==> src/hw/afu_defines.svh <==
// Shared widths, limits and CSR constants for the host memory exerciser
// Test identifier halves are reported through the global CSRs
`ifndef AFU_DEFINES_SVH
`define AFU_DEFINES_SVH

// Data path and host address widths
`define AFU_DATA_W          64
`define AFU_ADDR_W          32

// MMIO word index width, 32 CSR words
`define AFU_MMIO_IDX_W      5

// Request tracking
`define AFU_MAX_OUTSTANDING 4
`define AFU_TAG_W           2

// Address step per 64-bit line
`define AFU_LINE_BYTES      8

// 128-bit test identifier, low and high words
`define AFU_TEST_ID_LO      64'h6c3e_21d4_a9b0_57f1
`define AFU_TEST_ID_HI      64'h0d7a_4e92_b815_c3a6

// First engine CSR word
`define AFU_ENG_CSR_BASE    16

`endif

==> src/hw/host_mem_pkg.sv <==
// Host memory side types
// Request and response payloads plus the engine state encoding
`default_nettype none

`include "afu_defines.svh"

package host_mem_pkg;

    typedef enum logic {
        MEM_RD = 1'b0,
        MEM_WR = 1'b1
    } mem_op_e;

    // Request payload, data only meaningful for writes
    typedef struct packed {
        mem_op_e                op;
        logic [`AFU_ADDR_W-1:0] addr;
        logic [`AFU_DATA_W-1:0] data;
        logic [`AFU_TAG_W-1:0]  tag;
    } mem_req_t;

    // In-order response, one per request
    typedef struct packed {
        mem_op_e                op;
        logic [`AFU_TAG_W-1:0]  tag;
        logic [`AFU_DATA_W-1:0] data;
    } mem_rsp_t;

    // Engine run phases
    typedef enum logic [2:0] {
        ENG_IDLE  = 3'd0,
        ENG_READ  = 3'd1,
        ENG_WRITE = 3'd2,
        ENG_DRAIN = 3'd3,
        ENG_DONE  = 3'd4
    } eng_state_e;

endpackage

`default_nettype wire

==> src/hw/afu_csr_pkg.sv <==
// CSR side types for the exerciser
// MMIO channel payloads and engine configuration and status records
`default_nettype none

`include "afu_defines.svh"

package afu_csr_pkg;

    // Engine state enum lives with the host memory types
    import host_mem_pkg::*;

    typedef logic [`AFU_DATA_W-1:0] mmio_data_t;

    // Write channel payload, index and data travel together
    typedef struct packed {
        logic [`AFU_MMIO_IDX_W-1:0] idx;
        mmio_data_t                 data;
    } mmio_wr_t;

    // Read address channel payload
    typedef struct packed {
        logic [`AFU_MMIO_IDX_W-1:0] idx;
    } mmio_rd_t;

    // Engine CSR offsets from the engine base
    typedef enum logic [3:0] {
        CSR_CTRL      = 4'd0,   // bit 0 start, bit 1 clear
        CSR_RD_BASE   = 4'd1,
        CSR_WR_BASE   = 4'd2,
        CSR_NUM_LINES = 4'd3,
        CSR_WR_SEED   = 4'd4,
        CSR_STATUS    = 4'd5,   // bit 0 active, bit 1 done, bits 6:4 state
        CSR_LINES     = 4'd6,   // lines read low, lines written high
        CSR_CHECKSUM  = 4'd7,
        CSR_CYCLES    = 4'd8
    } eng_csr_idx_e;

    // Software controlled run parameters
    typedef struct packed {
        logic [`AFU_ADDR_W-1:0] rd_base;
        logic [`AFU_ADDR_W-1:0] wr_base;
        logic [31:0]            num_lines;
        logic [`AFU_DATA_W-1:0] seed;
    } eng_cfg_t;

    // Engine results seen by software
    typedef struct packed {
        eng_state_e             state;
        logic                   done;
        logic [31:0]            lines_rd;
        logic [31:0]            lines_wr;
        logic [`AFU_DATA_W-1:0] checksum;
        logic [63:0]            cycles;
    } eng_status_t;

endpackage

`default_nettype wire

==> src/hw/afu.sv <==
// Exerciser accelerator top
// CSR manager plus one host memory read/write engine
`timescale 1ns/1ps
`default_nettype none

module afu
    import afu_csr_pkg::*;
    import host_mem_pkg::*;
#(
    parameter int AFU_INSTANCE_ID = 0
)
(
    input  wire              clk,
    input  wire              rst_n,

    // MMIO slave
    input  wire              wr_valid,
    output logic             wr_ready,
    input  wire mmio_wr_t    wr,
    output logic             b_valid,
    input  wire              b_ready,
    input  wire              ar_valid,
    output logic             ar_ready,
    input  wire mmio_rd_t    ar,
    output logic             r_valid,
    input  wire              r_ready,
    output mmio_data_t       r_data,

    // Host memory
    output logic             req_valid,
    input  wire              req_ready,
    output mem_req_t         req,
    input  wire              rsp_valid,
    input  wire mem_rsp_t    rsp
);

    eng_cfg_t    cfg;
    eng_status_t status;
    logic        start;
    logic        clear;

    // ==================================================================
    // Control via CSRs
    // ==================================================================

    csr_mgr #(
        .AFU_INSTANCE_ID (AFU_INSTANCE_ID)
    ) csr_mgr_i (
        .clk      (clk),
        .rst_n    (rst_n),
        .wr_valid (wr_valid),
        .wr_ready (wr_ready),
        .wr       (wr),
        .b_valid  (b_valid),
        .b_ready  (b_ready),
        .ar_valid (ar_valid),
        .ar_ready (ar_ready),
        .ar       (ar),
        .r_valid  (r_valid),
        .r_ready  (r_ready),
        .r_data   (r_data),
        .cfg      (cfg),
        .start    (start),
        .clear    (clear),
        .status   (status)
    );

    // ==================================================================
    // Single engine on the host memory port
    // ==================================================================

    host_mem_rdwr_engine eng_i (
        .clk       (clk),
        .rst_n     (rst_n),
        .cfg       (cfg),
        .start     (start),
        .clear     (clear),
        .status    (status),
        .req_valid (req_valid),
        .req_ready (req_ready),
        .req       (req),
        .rsp_valid (rsp_valid),
        .rsp       (rsp)
    );

endmodule

`default_nettype wire

==> src/hw/csr_mgr.sv <==
// CSR manager for the exerciser
// AXI-lite style MMIO slave with global and engine CSR words
`timescale 1ns/1ps
`default_nettype none

`include "afu_defines.svh"

module csr_mgr
    import afu_csr_pkg::*;
    import host_mem_pkg::*;
#(
    parameter int AFU_INSTANCE_ID = 0
)
(
    input  wire              clk,
    input  wire              rst_n,

    // MMIO write and write response
    input  wire              wr_valid,
    output logic             wr_ready,
    input  wire mmio_wr_t    wr,
    output logic             b_valid,
    input  wire              b_ready,

    // MMIO read address and read data
    input  wire              ar_valid,
    output logic             ar_ready,
    input  wire mmio_rd_t    ar,
    output logic             r_valid,
    input  wire              r_ready,
    output mmio_data_t       r_data,

    // Engine control
    output eng_cfg_t         cfg,
    output logic             start,
    output logic             clear,
    input  wire eng_status_t status
);

    localparam int OFF_W = $bits(eng_csr_idx_e);
    localparam logic [`AFU_MMIO_IDX_W-1:0] ENG_BASE = `AFU_ENG_CSR_BASE;

    logic         wr_fire;
    logic         ar_fire;
    logic         wr_eng;
    logic         ar_eng;
    logic         eng_active;
    eng_csr_idx_e wr_off;
    eng_csr_idx_e ar_off;
    mmio_data_t   rd_word;

    // ==================================================================
    // Write path
    // ==================================================================

    // One write in flight, blocked until the response drains
    assign wr_ready = !b_valid;
    assign wr_fire  = wr_valid && wr_ready;
    assign wr_eng   = (wr.idx >= ENG_BASE);
    assign wr_off   = eng_csr_idx_e'(OFF_W'(wr.idx - ENG_BASE));

    always_ff @(posedge clk)
    begin
        if (!rst_n)
            b_valid <= 1'b0;
        else if (wr_fire)
            b_valid <= 1'b1;
        else if (b_ready)
            b_valid <= 1'b0;
    end

    // Config registers and CTRL pulses
    always_ff @(posedge clk)
    begin
        if (!rst_n)
        begin
            cfg   <= '0;
            start <= 1'b0;
            clear <= 1'b0;
        end
        else
        begin
            start <= 1'b0;
            clear <= 1'b0;
            if (wr_fire && wr_eng)
            begin
                case (wr_off)
                    CSR_CTRL:
                    begin
                        // Clear wins over start
                        clear <= wr.data[1];
                        start <= wr.data[0] && !wr.data[1];
                    end
                    CSR_RD_BASE:   cfg.rd_base   <= wr.data[`AFU_ADDR_W-1:0];
                    CSR_WR_BASE:   cfg.wr_base   <= wr.data[`AFU_ADDR_W-1:0];
                    CSR_NUM_LINES: cfg.num_lines <= wr.data[31:0];
                    CSR_WR_SEED:   cfg.seed      <= wr.data;
                    // Status words are read only
                    default: ;
                endcase
            end
        end
    end

    // ==================================================================
    // Read path
    // ==================================================================

    assign ar_ready   = !r_valid;
    assign ar_fire    = ar_valid && ar_ready;
    assign ar_eng     = (ar.idx >= ENG_BASE);
    assign ar_off     = eng_csr_idx_e'(OFF_W'(ar.idx - ENG_BASE));
    assign eng_active = (status.state inside {ENG_READ, ENG_WRITE, ENG_DRAIN});

    // Read mux, unmapped words return zero
    always_comb
    begin
        rd_word = '0;
        if (ar_eng)
        begin
            case (ar_off)
                CSR_RD_BASE:   rd_word = mmio_data_t'(cfg.rd_base);
                CSR_WR_BASE:   rd_word = mmio_data_t'(cfg.wr_base);
                CSR_NUM_LINES: rd_word = mmio_data_t'(cfg.num_lines);
                CSR_WR_SEED:   rd_word = cfg.seed;
                CSR_STATUS:
                    rd_word = {57'd0, status.state, 2'b00, status.done, eng_active};
                CSR_LINES:     rd_word = {status.lines_wr, status.lines_rd};
                CSR_CHECKSUM:  rd_word = status.checksum;
                CSR_CYCLES:    rd_word = status.cycles;
                default: ;
            endcase
        end
        else
        begin
            case (ar.idx)
                5'd0: rd_word = `AFU_TEST_ID_LO;
                5'd1: rd_word = `AFU_TEST_ID_HI;
                // Instance number and a single engine
                5'd2: rd_word = {32'd0, 8'(AFU_INSTANCE_ID), 16'd0, 8'd1};
                default: ;
            endcase
        end
    end

    always_ff @(posedge clk)
    begin
        if (!rst_n)
            r_valid <= 1'b0;
        else if (ar_fire)
            r_valid <= 1'b1;
        else if (r_ready)
            r_valid <= 1'b0;
    end

    // Response data captured at acceptance
    always_ff @(posedge clk)
    begin
        if (ar_fire)
            r_data <= rd_word;
    end

    // ==================================================================
    // Checks
    // ==================================================================

    a_rdata_stable: assert property (@(posedge clk) disable iff (!rst_n)
        r_valid && !r_ready |=> $stable(r_data));

    a_ctrl_excl: assert property (@(posedge clk) disable iff (!rst_n)
        !(start && clear));

endmodule

`default_nettype wire

==> src/hw/host_mem_rdwr_engine.sv <==
// Host memory read/write engine
// Reads lines into an XOR checksum, then writes seed plus index per line
`timescale 1ns/1ps
`default_nettype none

`include "afu_defines.svh"

module host_mem_rdwr_engine
    import afu_csr_pkg::*;
    import host_mem_pkg::*;
(
    input  wire              clk,
    input  wire              rst_n,

    // Control from the CSR manager
    input  wire eng_cfg_t    cfg,
    input  wire              start,
    input  wire              clear,
    output eng_status_t      status,

    // Host memory request and response
    output logic             req_valid,
    input  wire              req_ready,
    output mem_req_t         req,
    input  wire              rsp_valid,
    input  wire mem_rsp_t    rsp
);

    localparam int ADDR_W = `AFU_ADDR_W;
    localparam int DATA_W = `AFU_DATA_W;
    localparam int OUT_W  = $clog2(`AFU_MAX_OUTSTANDING + 1);

    eng_state_e             state;
    eng_cfg_t               cfg_q;
    logic                   active;
    logic                   launch;
    logic                   issue_rd;
    logic                   req_fire;
    logic                   last_issue;
    logic [31:0]            rd_issued;
    logic [31:0]            wr_issued;
    logic [31:0]            line_idx;
    logic [ADDR_W-1:0]      line_off;
    logic [31:0]            lines_rd;
    logic [31:0]            lines_wr;
    logic [DATA_W-1:0]      checksum;
    logic [63:0]            cycles;
    logic [OUT_W-1:0]       outstanding;
    logic [OUT_W-1:0]       outstanding_nxt;
    logic [`AFU_TAG_W-1:0]  next_tag;
    logic [`AFU_TAG_W-1:0]  exp_tag;

    assign active = (state inside {ENG_READ, ENG_WRITE, ENG_DRAIN});
    // Start is ignored mid-run
    assign launch = start && !active && !clear;

    // ==================================================================
    // Request issue
    // ==================================================================

    assign issue_rd   = (state == ENG_READ);
    assign line_idx   = issue_rd ? rd_issued : wr_issued;
    assign line_off   = ADDR_W'(line_idx) * ADDR_W'(`AFU_LINE_BYTES);
    assign last_issue = (line_idx == cfg_q.num_lines - 32'd1);

    // Valid drops at the outstanding limit
    assign req_valid = (state == ENG_READ || state == ENG_WRITE) &&
                       (outstanding < OUT_W'(`AFU_MAX_OUTSTANDING));
    assign req_fire  = req_valid && req_ready;

    // Built from registers that move only on fire, so stable under stall
    always_comb
    begin
        req.op   = issue_rd ? MEM_RD : MEM_WR;
        req.addr = (issue_rd ? cfg_q.rd_base : cfg_q.wr_base) + line_off;
        req.data = issue_rd ? '0 : cfg_q.seed + DATA_W'(line_idx);
        req.tag  = next_tag;
    end

    assign outstanding_nxt = outstanding + OUT_W'(req_fire) - OUT_W'(rsp_valid);

    // ==================================================================
    // Run FSM
    // ==================================================================

    always_ff @(posedge clk)
    begin
        if (!rst_n || clear)
            state <= ENG_IDLE;
        else
        begin
            case (state)
                ENG_IDLE, ENG_DONE:
                    if (launch)
                        state <= (cfg.num_lines == 32'd0) ? ENG_DRAIN : ENG_READ;
                ENG_READ:
                    if (req_fire && last_issue)
                        state <= ENG_WRITE;
                ENG_WRITE:
                    if (req_fire && last_issue)
                        state <= ENG_DRAIN;
                // Done the cycle after the last response
                ENG_DRAIN:
                    if (outstanding_nxt == '0)
                        state <= ENG_DONE;
                default:
                    state <= ENG_IDLE;
            endcase
        end
    end

    // Run parameters held for the whole run
    always_ff @(posedge clk)
    begin
        if (launch)
            cfg_q <= cfg;
    end

    // ==================================================================
    // Counters and checksum
    // ==================================================================

    always_ff @(posedge clk)
    begin
        if (!rst_n || clear || launch)
        begin
            rd_issued <= '0;
            wr_issued <= '0;
            lines_rd  <= '0;
            lines_wr  <= '0;
            checksum  <= '0;
            cycles    <= '0;
        end
        else
        begin
            if (req_fire && issue_rd)
                rd_issued <= rd_issued + 32'd1;
            if (req_fire && !issue_rd)
                wr_issued <= wr_issued + 32'd1;
            // Response opcode picks the counter
            if (rsp_valid && rsp.op == MEM_RD)
            begin
                lines_rd <= lines_rd + 32'd1;
                checksum <= checksum ^ rsp.data;
            end
            if (rsp_valid && rsp.op == MEM_WR)
                lines_wr <= lines_wr + 32'd1;
            if (active)
                cycles <= cycles + 64'd1;
        end
    end

    // Tracking survives clear, late responses still drain
    always_ff @(posedge clk)
    begin
        if (!rst_n)
        begin
            outstanding <= '0;
            next_tag    <= '0;
            exp_tag     <= '0;
        end
        else
        begin
            outstanding <= outstanding_nxt;
            if (req_fire)
                next_tag <= next_tag + 1'b1;
            if (rsp_valid)
                exp_tag <= exp_tag + 1'b1;
        end
    end

    always_comb
    begin
        status.state    = state;
        status.done     = (state == ENG_DONE);
        status.lines_rd = lines_rd;
        status.lines_wr = lines_wr;
        status.checksum = checksum;
        status.cycles   = cycles;
    end

    // ==================================================================
    // Checks
    // ==================================================================

    a_out_limit: assert property (@(posedge clk) disable iff (!rst_n)
        outstanding <= OUT_W'(`AFU_MAX_OUTSTANDING));

    a_req_stable: assert property (@(posedge clk) disable iff (!rst_n)
        req_valid && !req_ready |=> req_valid && $stable(req));

    a_rsp_expected: assert property (@(posedge clk) disable iff (!rst_n)
        rsp_valid |-> outstanding != '0);

    a_rsp_in_order: assert property (@(posedge clk) disable iff (!rst_n)
        rsp_valid |-> rsp.tag == exp_tag);

endmodule

`default_nettype wire

==> config.mk <==
export PLATFORM = sky130hd
export DESIGN_NAME = afu
export DESIGN_NICKNAME = d
export VERILOG_FILES = /design/src/hw/host_mem_pkg.sv /design/src/hw/afu_csr_pkg.sv /design/src/hw/afu.sv /design/src/hw/csr_mgr.sv /design/src/hw/host_mem_rdwr_engine.sv
export VERILOG_INCLUDE_DIRS = /design/src /design/src/hw
export SDC_FILE = /design/constraint.sdc
export NUM_CORES = 1
export LEC_CHECK = 0
export BUFFER_PORTS_ARGS = -buffer_cell sky130_fd_sc_hd__buf_2
export CAP_MARGIN = 15
export CORE_UTILIZATION = 40
export DETAILED_ROUTE_END_ITERATION = 8
export GPL_TIMING_DRIVEN = 0
export SLEW_MARGIN = 20
export SYNTH_ARGS = -nofsm -noshare
export SYNTH_HDL_FRONTEND = slang
export SYNTH_SLANG_ARGS = --single-unit
==> constraint.sdc <==
create_clock -name clk -period 10.3 [get_ports clk]
set_input_delay 2.06 -clock clk [delete_from_list [all_inputs] [get_ports clk]]
set_output_delay 2.06 -clock clk [all_outputs]
set_load 0.01 [all_outputs]
==> summary.md, run 1 <==
| Metric | Value |
|---|---|
| Register Area | 15300 µm² |
| Chip Height | 285 µm |
| Core ar. | 79300 µm² |
| Switching share of power | 0.231 |
| CP endpoint kind | primary output |
| Xor-xnor portion of the synthesized cell area | 0.0895 |
| Hpwl dp | 92300 µm |
| TritonCTS Sinks | 652 |
| Largest family of logic cells by synthesized area | simple AND/OR/NAND/NOR gates |
| Register-to-Register Path Depth | 14 |
| Drt wl/cell | 23.0 µm |
| Synth Area in Compound Gates | 0.145 |
| Initial Util | 0.405 |
| Synth unique cells | 80 |
| Area of the multi-input gates | 15900 µm² |
| CTS buffer count | 72 |
| Reg power frac | 0.493 |
| Largest net degree at the start of global routing | 30 |
| Cells after Synth | 3528 |
| Worst setup SP type | register |
| Status | finished with violations |
| Slew HR | 0.217 |
| Vias in the first global route | 25100 |
| Final hold violations | 0 |
| CTS Hold Bufs | 0 |
| Commonest non-fill, non-tap cells in the layout | 639 x nand2_1, 428 x dfxtp_1, 375 x nor2_1 |
| Worst slew pin tran | 1.17 ns |
| Clock Path Buffers | 3 |
| I/O Buffers | 311 |
| #FFs+latches synth | 652 |
| Pins over their slew limit | 0 |
| Worst IR Drop VDD | 0.000118 V |
| Synth-to-Final Area Change | 16.8% |
| Antenna Nets Post-Route | 0 |
| Top cells by area, synth | dfxtp_1 27%, edfxtp_1 21%, nand2_1 7.5% |
| IO Pins | 317 |
| Initial antenna violation count | 22 |
| Fin nets | 4141 |
| Clock network power share | 0.462 |
| Critical path class | reg2out |
| Clock Latency Late Sink | 0.62 ns |
| Placed cell areas | 35200 µm² |
| CP Max Fanout | 10 |
| Met2 WL post-DR | 51500 µm |
| Failing checks | design-rule violations |
| Placed instance count | 4897 |
| Hold path cells | 0 |
| Post-synthesis mux area share | 0.0228 |
| Total of fill cells in the finished design | 7670 |
| Sequential share of the synthesized area | 0.476 |
| RePlAce Congestion | 0.955 |
| Post-synth top area share | 0.267 |
| Metal3 WL | 9680 µm |
| Worst-path clk slew | 0.06 ns |
| DR pass1 iterations | 9 |
| Synth Flop Type | dfxtp_1 |
| CP arrival | 7.53 ns |
| Pwr/cell area | 147 nW/µm² |
| Skew final | 0.0349 ns |
| Detailed-route via count | 27800 |
| Final WL | 116000 µm |
| Met1 Wirelength | 51400 µm |
| GR Overflow Total | 0 |
| Min cycle time layout | 9.59 ns |
| Setup TNS | 0 ns |
| Residual DRC | 6 |
| Die ar. | 81400 µm² |
| Cell Count, Final, Fillers Out | 5041 |
| Leading cell type in the layout, fill and taps excluded | nand2_1 |
| Period utilisation layout | 0.931 |
| H-Tree Depth | 3 |
| CTS tree | done |
| Initial drt markers | 3059 |
| Hold Crit Class | reg2reg |
| Max cap viols | 0 |
| Post CTS Setup Buffer Count | 0 |
| Number of flops mapped to enable cells by yosys | 224 |
| Via density per instance | 5.52 |
| Switch Pwr | 1.27 mW |
| # resized after CTS | 0 |
| Unrepaired setup endpoints after global routing | no |
| Synth Area in Adders | 0.0284 |
| Critical Path RT | 8.24 ns |
| Synth async-reset ratio | 0 |
| Row cnt | 103 |
| Final-report setup violation count | 0 |
| FMAX | 104 MHz |
| Mean Syn Cell Area | 9.10 µm² |
| Tot GR Track Use | 0.276 |
| Synth area leader | dfxtp_1 |
| Synthesis Warnings | 0 |
| Syn nets | 3748 |
| First-pass GRT wire length | 167000 µm |
| Comb power frac | 0.045 |
| Fin area | 37500 µm² |
| Leakage power | 14.7 nW |
| Synth Area in Simple Gates | 0.208 |
| Internal | 4.24 mW |
| Post-Synthesis Cell Area | 32100 µm² |
| Share of cells above drive strength 1 | 0.126 |
| Highest routed layer | met5 |
| DIE WIDTH | 285 µm |
| Root cell of the clock tree | clkbuf_16 |
==> cell type report <==
cell class / instances / area share
multi-input cells: 2638 / 0.424
well taps: 1050 / 0.0350
clock inverters: 27 / 0.00657
clock buffers: 105 / 0.0546
flip-flops and latches: 652 / 0.408
plain buffers: 181 / 0.0197
diodes: 12 / 0.000801
repair buffers: 319 / 0.0462
inverters: 57 / 0.00570
==> state kept, by name (all words and copies together), names as in the netlist, 64 cells and up <==
name	count
csr_mgr_i.r_data	64
csr_mgr_i.cfg	160
eng_i.cfg_q	160
eng_i.checksum	64
eng_i.cycles	64
==> synthesized netlist by cell type, types with 18 or more instances <==
| cell | n |
|---|---|
| inv_1 | 57 |
| a21boi_0 | 168 |
| a21o_1 | 38 |
| a222oi_1 | 33 |
| and3_1 | 70 |
| nor2b_1 | 21 |
| mux2i_1 | 26 |
| xnor2_1 | 107 |
| a31oi_1 | 19 |
| nand4_1 | 50 |
| nor3_1 | 45 |
| nand2_1 | 639 |
| clkbuf_1 | 157 |
| mux2_2 | 42 |
| and4_1 | 23 |
| nand3_1 | 88 |
| xor2_1 | 221 |
| nand2b_1 | 19 |
| ha_1 | 68 |
| a21oi_1 | 137 |
| a22oi_1 | 89 |
| edfxtp_1 | 224 |
| or3_1 | 57 |
| dfxtp_1 | 428 |
| nor2_1 | 376 |
| a211oi_1 | 18 |
| o21ai_0 | 132 |
==> worst paths after layout <==
kind	startpoint	endpoint	slack (ns)
min	csr_mgr_i.cfg[158]$_SDFFE_PN0P_	eng_i.cfg_q[158]$_DFFE_PP_	0.47
min reg2reg	csr_mgr_i.cfg[158]$_SDFFE_PN0P_	eng_i.cfg_q[158]$_DFFE_PP_	0.47
max	eng_i.state[0]$_SDFFE_PP0P_	req[64]	0.71
max reg2reg	eng_i.state[0]$_SDFFE_PP0P_	eng_i.state[2]$_SDFFE_PP0P_	6.34
==> per-stage QoR <==
step	hold slack, ns	power [mW]	setup slack [ns]	util
5_1_grt	0.483	5.66	0.427	0.473
4_1_cts	0.469	5.53	0.705	0.473
3_5_place_dp	0.455	3.02	1.38	0.444
3_3_place_gp	0.455	3.02	-0.825	0.441
2_1_floorplan	0.429	2.89	1.99	-
6_report	0.474	5.51	0.711	0.473
==> cell families (layout without fill, tap and decap cells) <==
group / after synthesis / after routing
simple gates: 1473 / 1473
compound gates: 698 / 698
flops: 652 / 652
xor+xnor: 328 / 328
buf+inv: 238 / 689
fa+ha+maj: 71 / 71
mux: 68 / 68
other cells: 0 / 12
==> routing by layer <==
metal	vias to the layer above	track usage
li1	13200	-
met1	13300	0.391
met2	1127	0.429
met3	177	0.0524
met4	22	0.0773
met5	-	0
==> power groups by stage <==
stage	sequential, mW	clock, mW	combinational [mW]
3_5_place_dp	2.77	0	0.245
2_1_floorplan	2.77	0	0.117
6_report	2.72	2.54	0.250
4_1_cts	2.72	2.57	0.247
5_1_grt	2.72	2.68	0.266
3_3_place_gp	2.78	0	0.241
==> worst max-delay path, stage by stage, from the launching register on <==
cell and delay (ns):
dfxtp_1 0.30, buf_6 0.14, nor3b_1 0.13, buf_2 0.23
inv_1 0.13, buf_6 0.17, buf_2 0.34, clkbuf_1 0.70
clkbuf_1 0.74, nand2_1 0.11, nand2_1 0.20, ha_1 0.35
a21o_1 0.24, a21oi_1 0.18, o21ai_0 0.14, o31ai_1 0.50
and3b_1 0.27, a21oi_1 0.27, a31oi_1 0.76, clkbuf_1 0.41
o21ai_0 0.13, a21oi_1 0.22, buf_2 0.18
No activity file was read; power rests on OpenSTA's default activity.
==> run 2, diff against run 1 <==
- CORE_UTILIZATION: 40 -> 30
==> summary.md, run 2 (synthesis gave the netlist of run 1 again) <==
| Metric | Value |
|---|---|
| Residual DRC | 18 |
| Worst slew pin tran | 1.31 ns |
| Biggest regs | csr_mgr_i.cfg (160), eng_i.cfg_q (160) |
| DR pass1 iterations | 9 |
| Largest net degree at the start of global routing | 29 |
| Slew HR | 0.119 |
| Initial drt markers | 2813 |
| Switch Pwr | 1.30 mW |
| Root cell of the clock tree | clkbuf_16 |
| Synth-to-Final Area Change | 18.7% |
| DIE WIDTH | 329 µm |
| Die ar. | 108000 µm² |
| CTS buffer count | 69 |
| Critical path class | reg2out |
| CP arrival | 7.42 ns |
| Hold_ws | 0.478 ns |
| CP Max Fanout | 10 |
| Chip Height | 329 µm |
| TritonCTS Sinks | 652 |
| Failing checks | design-rule violations |
| CTS tree | done |
| Clock Path Buffers | 3 |
| Hold path cells | 0 |
| First-pass GRT wire length | 171000 µm |
| Worst setup SP type | register |
| CP Depth | 22 |
| Initial Util | 0.304 |
| Fin nets | 4140 |
| Clock network power share | 0.476 |
| Skew final | 0.0417 ns |
| Commonest non-fill, non-tap cells in the layout | 639 x nand2_1, 428 x dfxtp_1, 375 x nor2_1 |
| Worst IR Drop VDD | 0.0000916 V |
| Leakage power | 14.8 nW |
| Pwr/cell area | 149 nW/µm² |
| H-Tree Depth | 3 |
| Register-to-Register Path Depth | 14 |
| IO Pins | 317 |
| Antenna Nets Post-Route | 0 |
| Row cnt | 119 |
| Pins over their slew limit | 0 |
| Hpwl dp | 96900 µm |
| Final-report setup violation count | 0 |
| Critical Path RT | 8.24 ns |
| Internal | 4.39 mW |
| Hold Crit Class | reg2reg |
| CP top delay family | buffers and inverters |
| Worst-path clk slew | 0.06 ns |
| Clock Latency Late Sink | 0.64 ns |
| CP Cell Sequence | buf_6, nor3b_1, buf_2, inv_1, buf_6, buf_2, clkbuf_1, clkbuf_1, nand2_1, nand2_1, ha_1, a21o_1, a21oi_1, o21ai_0, o31ai_1, and3b_1, a21oi_1, a31oi_1, clkbuf_1, o21ai_0, a21oi_1, buf_2 |
| Post CTS Setup Buffer Count | 0 |
| Unrepaired setup endpoints after global routing | no |
| Period utilisation layout | 0.920 |
| Final hold violations | 0 |
| Max stage delay cell, worst path | a31oi_1 |
| Power, Total | 5.69 mW |
| Comb power frac | 0.045 |
| Leading cell type in the layout, fill and taps excluded | nand2_1 |
| Max cap viols | 0 |
| Final WL | 120000 µm |
| RePlAce Congestion | 0.996 |
| # resized after CTS | 0 |
| CTS Hold Bufs | 0 |
| Reg power frac | 0.479 |
| Switching share of power | 0.228 |
| Max stage delay on crit path | 0.85 ns |
| Share of cells above drive strength 1 | 0.131 |
| Initial antenna violation count | 27 |
| Min cycle time layout | 9.48 ns |
| CP endpoint kind | primary output |
| GR Overflow Total | 0 |
| Core ar. | 106000 µm² |
| Drt wl/cell | 22.4 µm |
| FMAX | 106 MHz |
| Via density per instance | 5.19 |
| I/O Buffers | 311 |
| WP buf/inv | 9 |
| Detailed-route via count | 27900 |
| Status | finished with violations |
| Vias in the first global route | 26000 |
| Tot GR Track Use | 0.216 |
[run 2: cell types whose count changed in the layout (fill, tap and decap cells not counted), sizes merged]
cell / delta
buf: +2
bufinv: +6
clkbuf: -12
clkinv: +1
clkinvlp: -3
diode: -1
inv: +3
[run 2: through the flow]
stage	area, µm²	setup slack [ns]	util	setup TNS (ns)	instances
2_1_floorplan	32100	1.99	-	0	3528
3_3_place_gp	35400	-0.889	0.335	-137.93	5230
3_5_place_dp	35600	1.56	0.337	0	5240
4_1_cts	38100	0.873	0.360	0	5367
5_1_grt	38100	0.478	0.361	0	5372
6_report	38100	0.825	0.361	0	5378
[run 2: power by group through the flow]
stage / Sequential, mW / Clock, mW / Combinational, mW
after floorplan: 2.77 / 0 / 0.117
after global placement: 2.78 / 0 / 0.246
after detailed placement: 2.78 / 0 / 0.253
after CTS: 2.72 / 2.74 / 0.255
after global routing: 2.72 / 2.84 / 0.273
final: 2.72 / 2.71 / 0.256
[run 2: worst paths after layout]
kind / startpoint / to / slack, ns
setup reg to reg: eng_i.state[1]$_SDFFE_PP0P_ / eng_i.state[2]$_SDFFE_PP0P_ / 6.27
hold reg to reg: csr_mgr_i.cfg[150]$_SDFFE_PN0P_ / eng_i.cfg_q[150]$_DFFE_PP_ / 0.48
setup / recovery: eng_i.state[0]$_SDFFE_PP0P_ / req[64] / 0.82
hold / removal: csr_mgr_i.cfg[150]$_SDFFE_PN0P_ / eng_i.cfg_q[150]$_DFFE_PP_ / 0.48
[run 2: per-layer routing]
metal	track usage	vias up	wire [µm]
li1	-	13200	-
met2	0.341	1061	54400
met4	0.117	18	6690
met1	0.281	13400	50500
met5	0	-	101
met3	0.0363	251	8570
[run 2: layout make-up]
type / instances / area, µm²
Inverter: 57 / 214
Multi-Input combinational cell: 2638 / 15900
Buffer: 181 / 743
Fill cell: 10700 / 67600
Sequential cell: 652 / 15300
Timing Repair Buffer: 321 / 1770
Clock inverter: 34 / 433
Tap cell: 1391 / 1740
Antenna cell: 11 / 27.5
Clock buffer: 93 / 2020
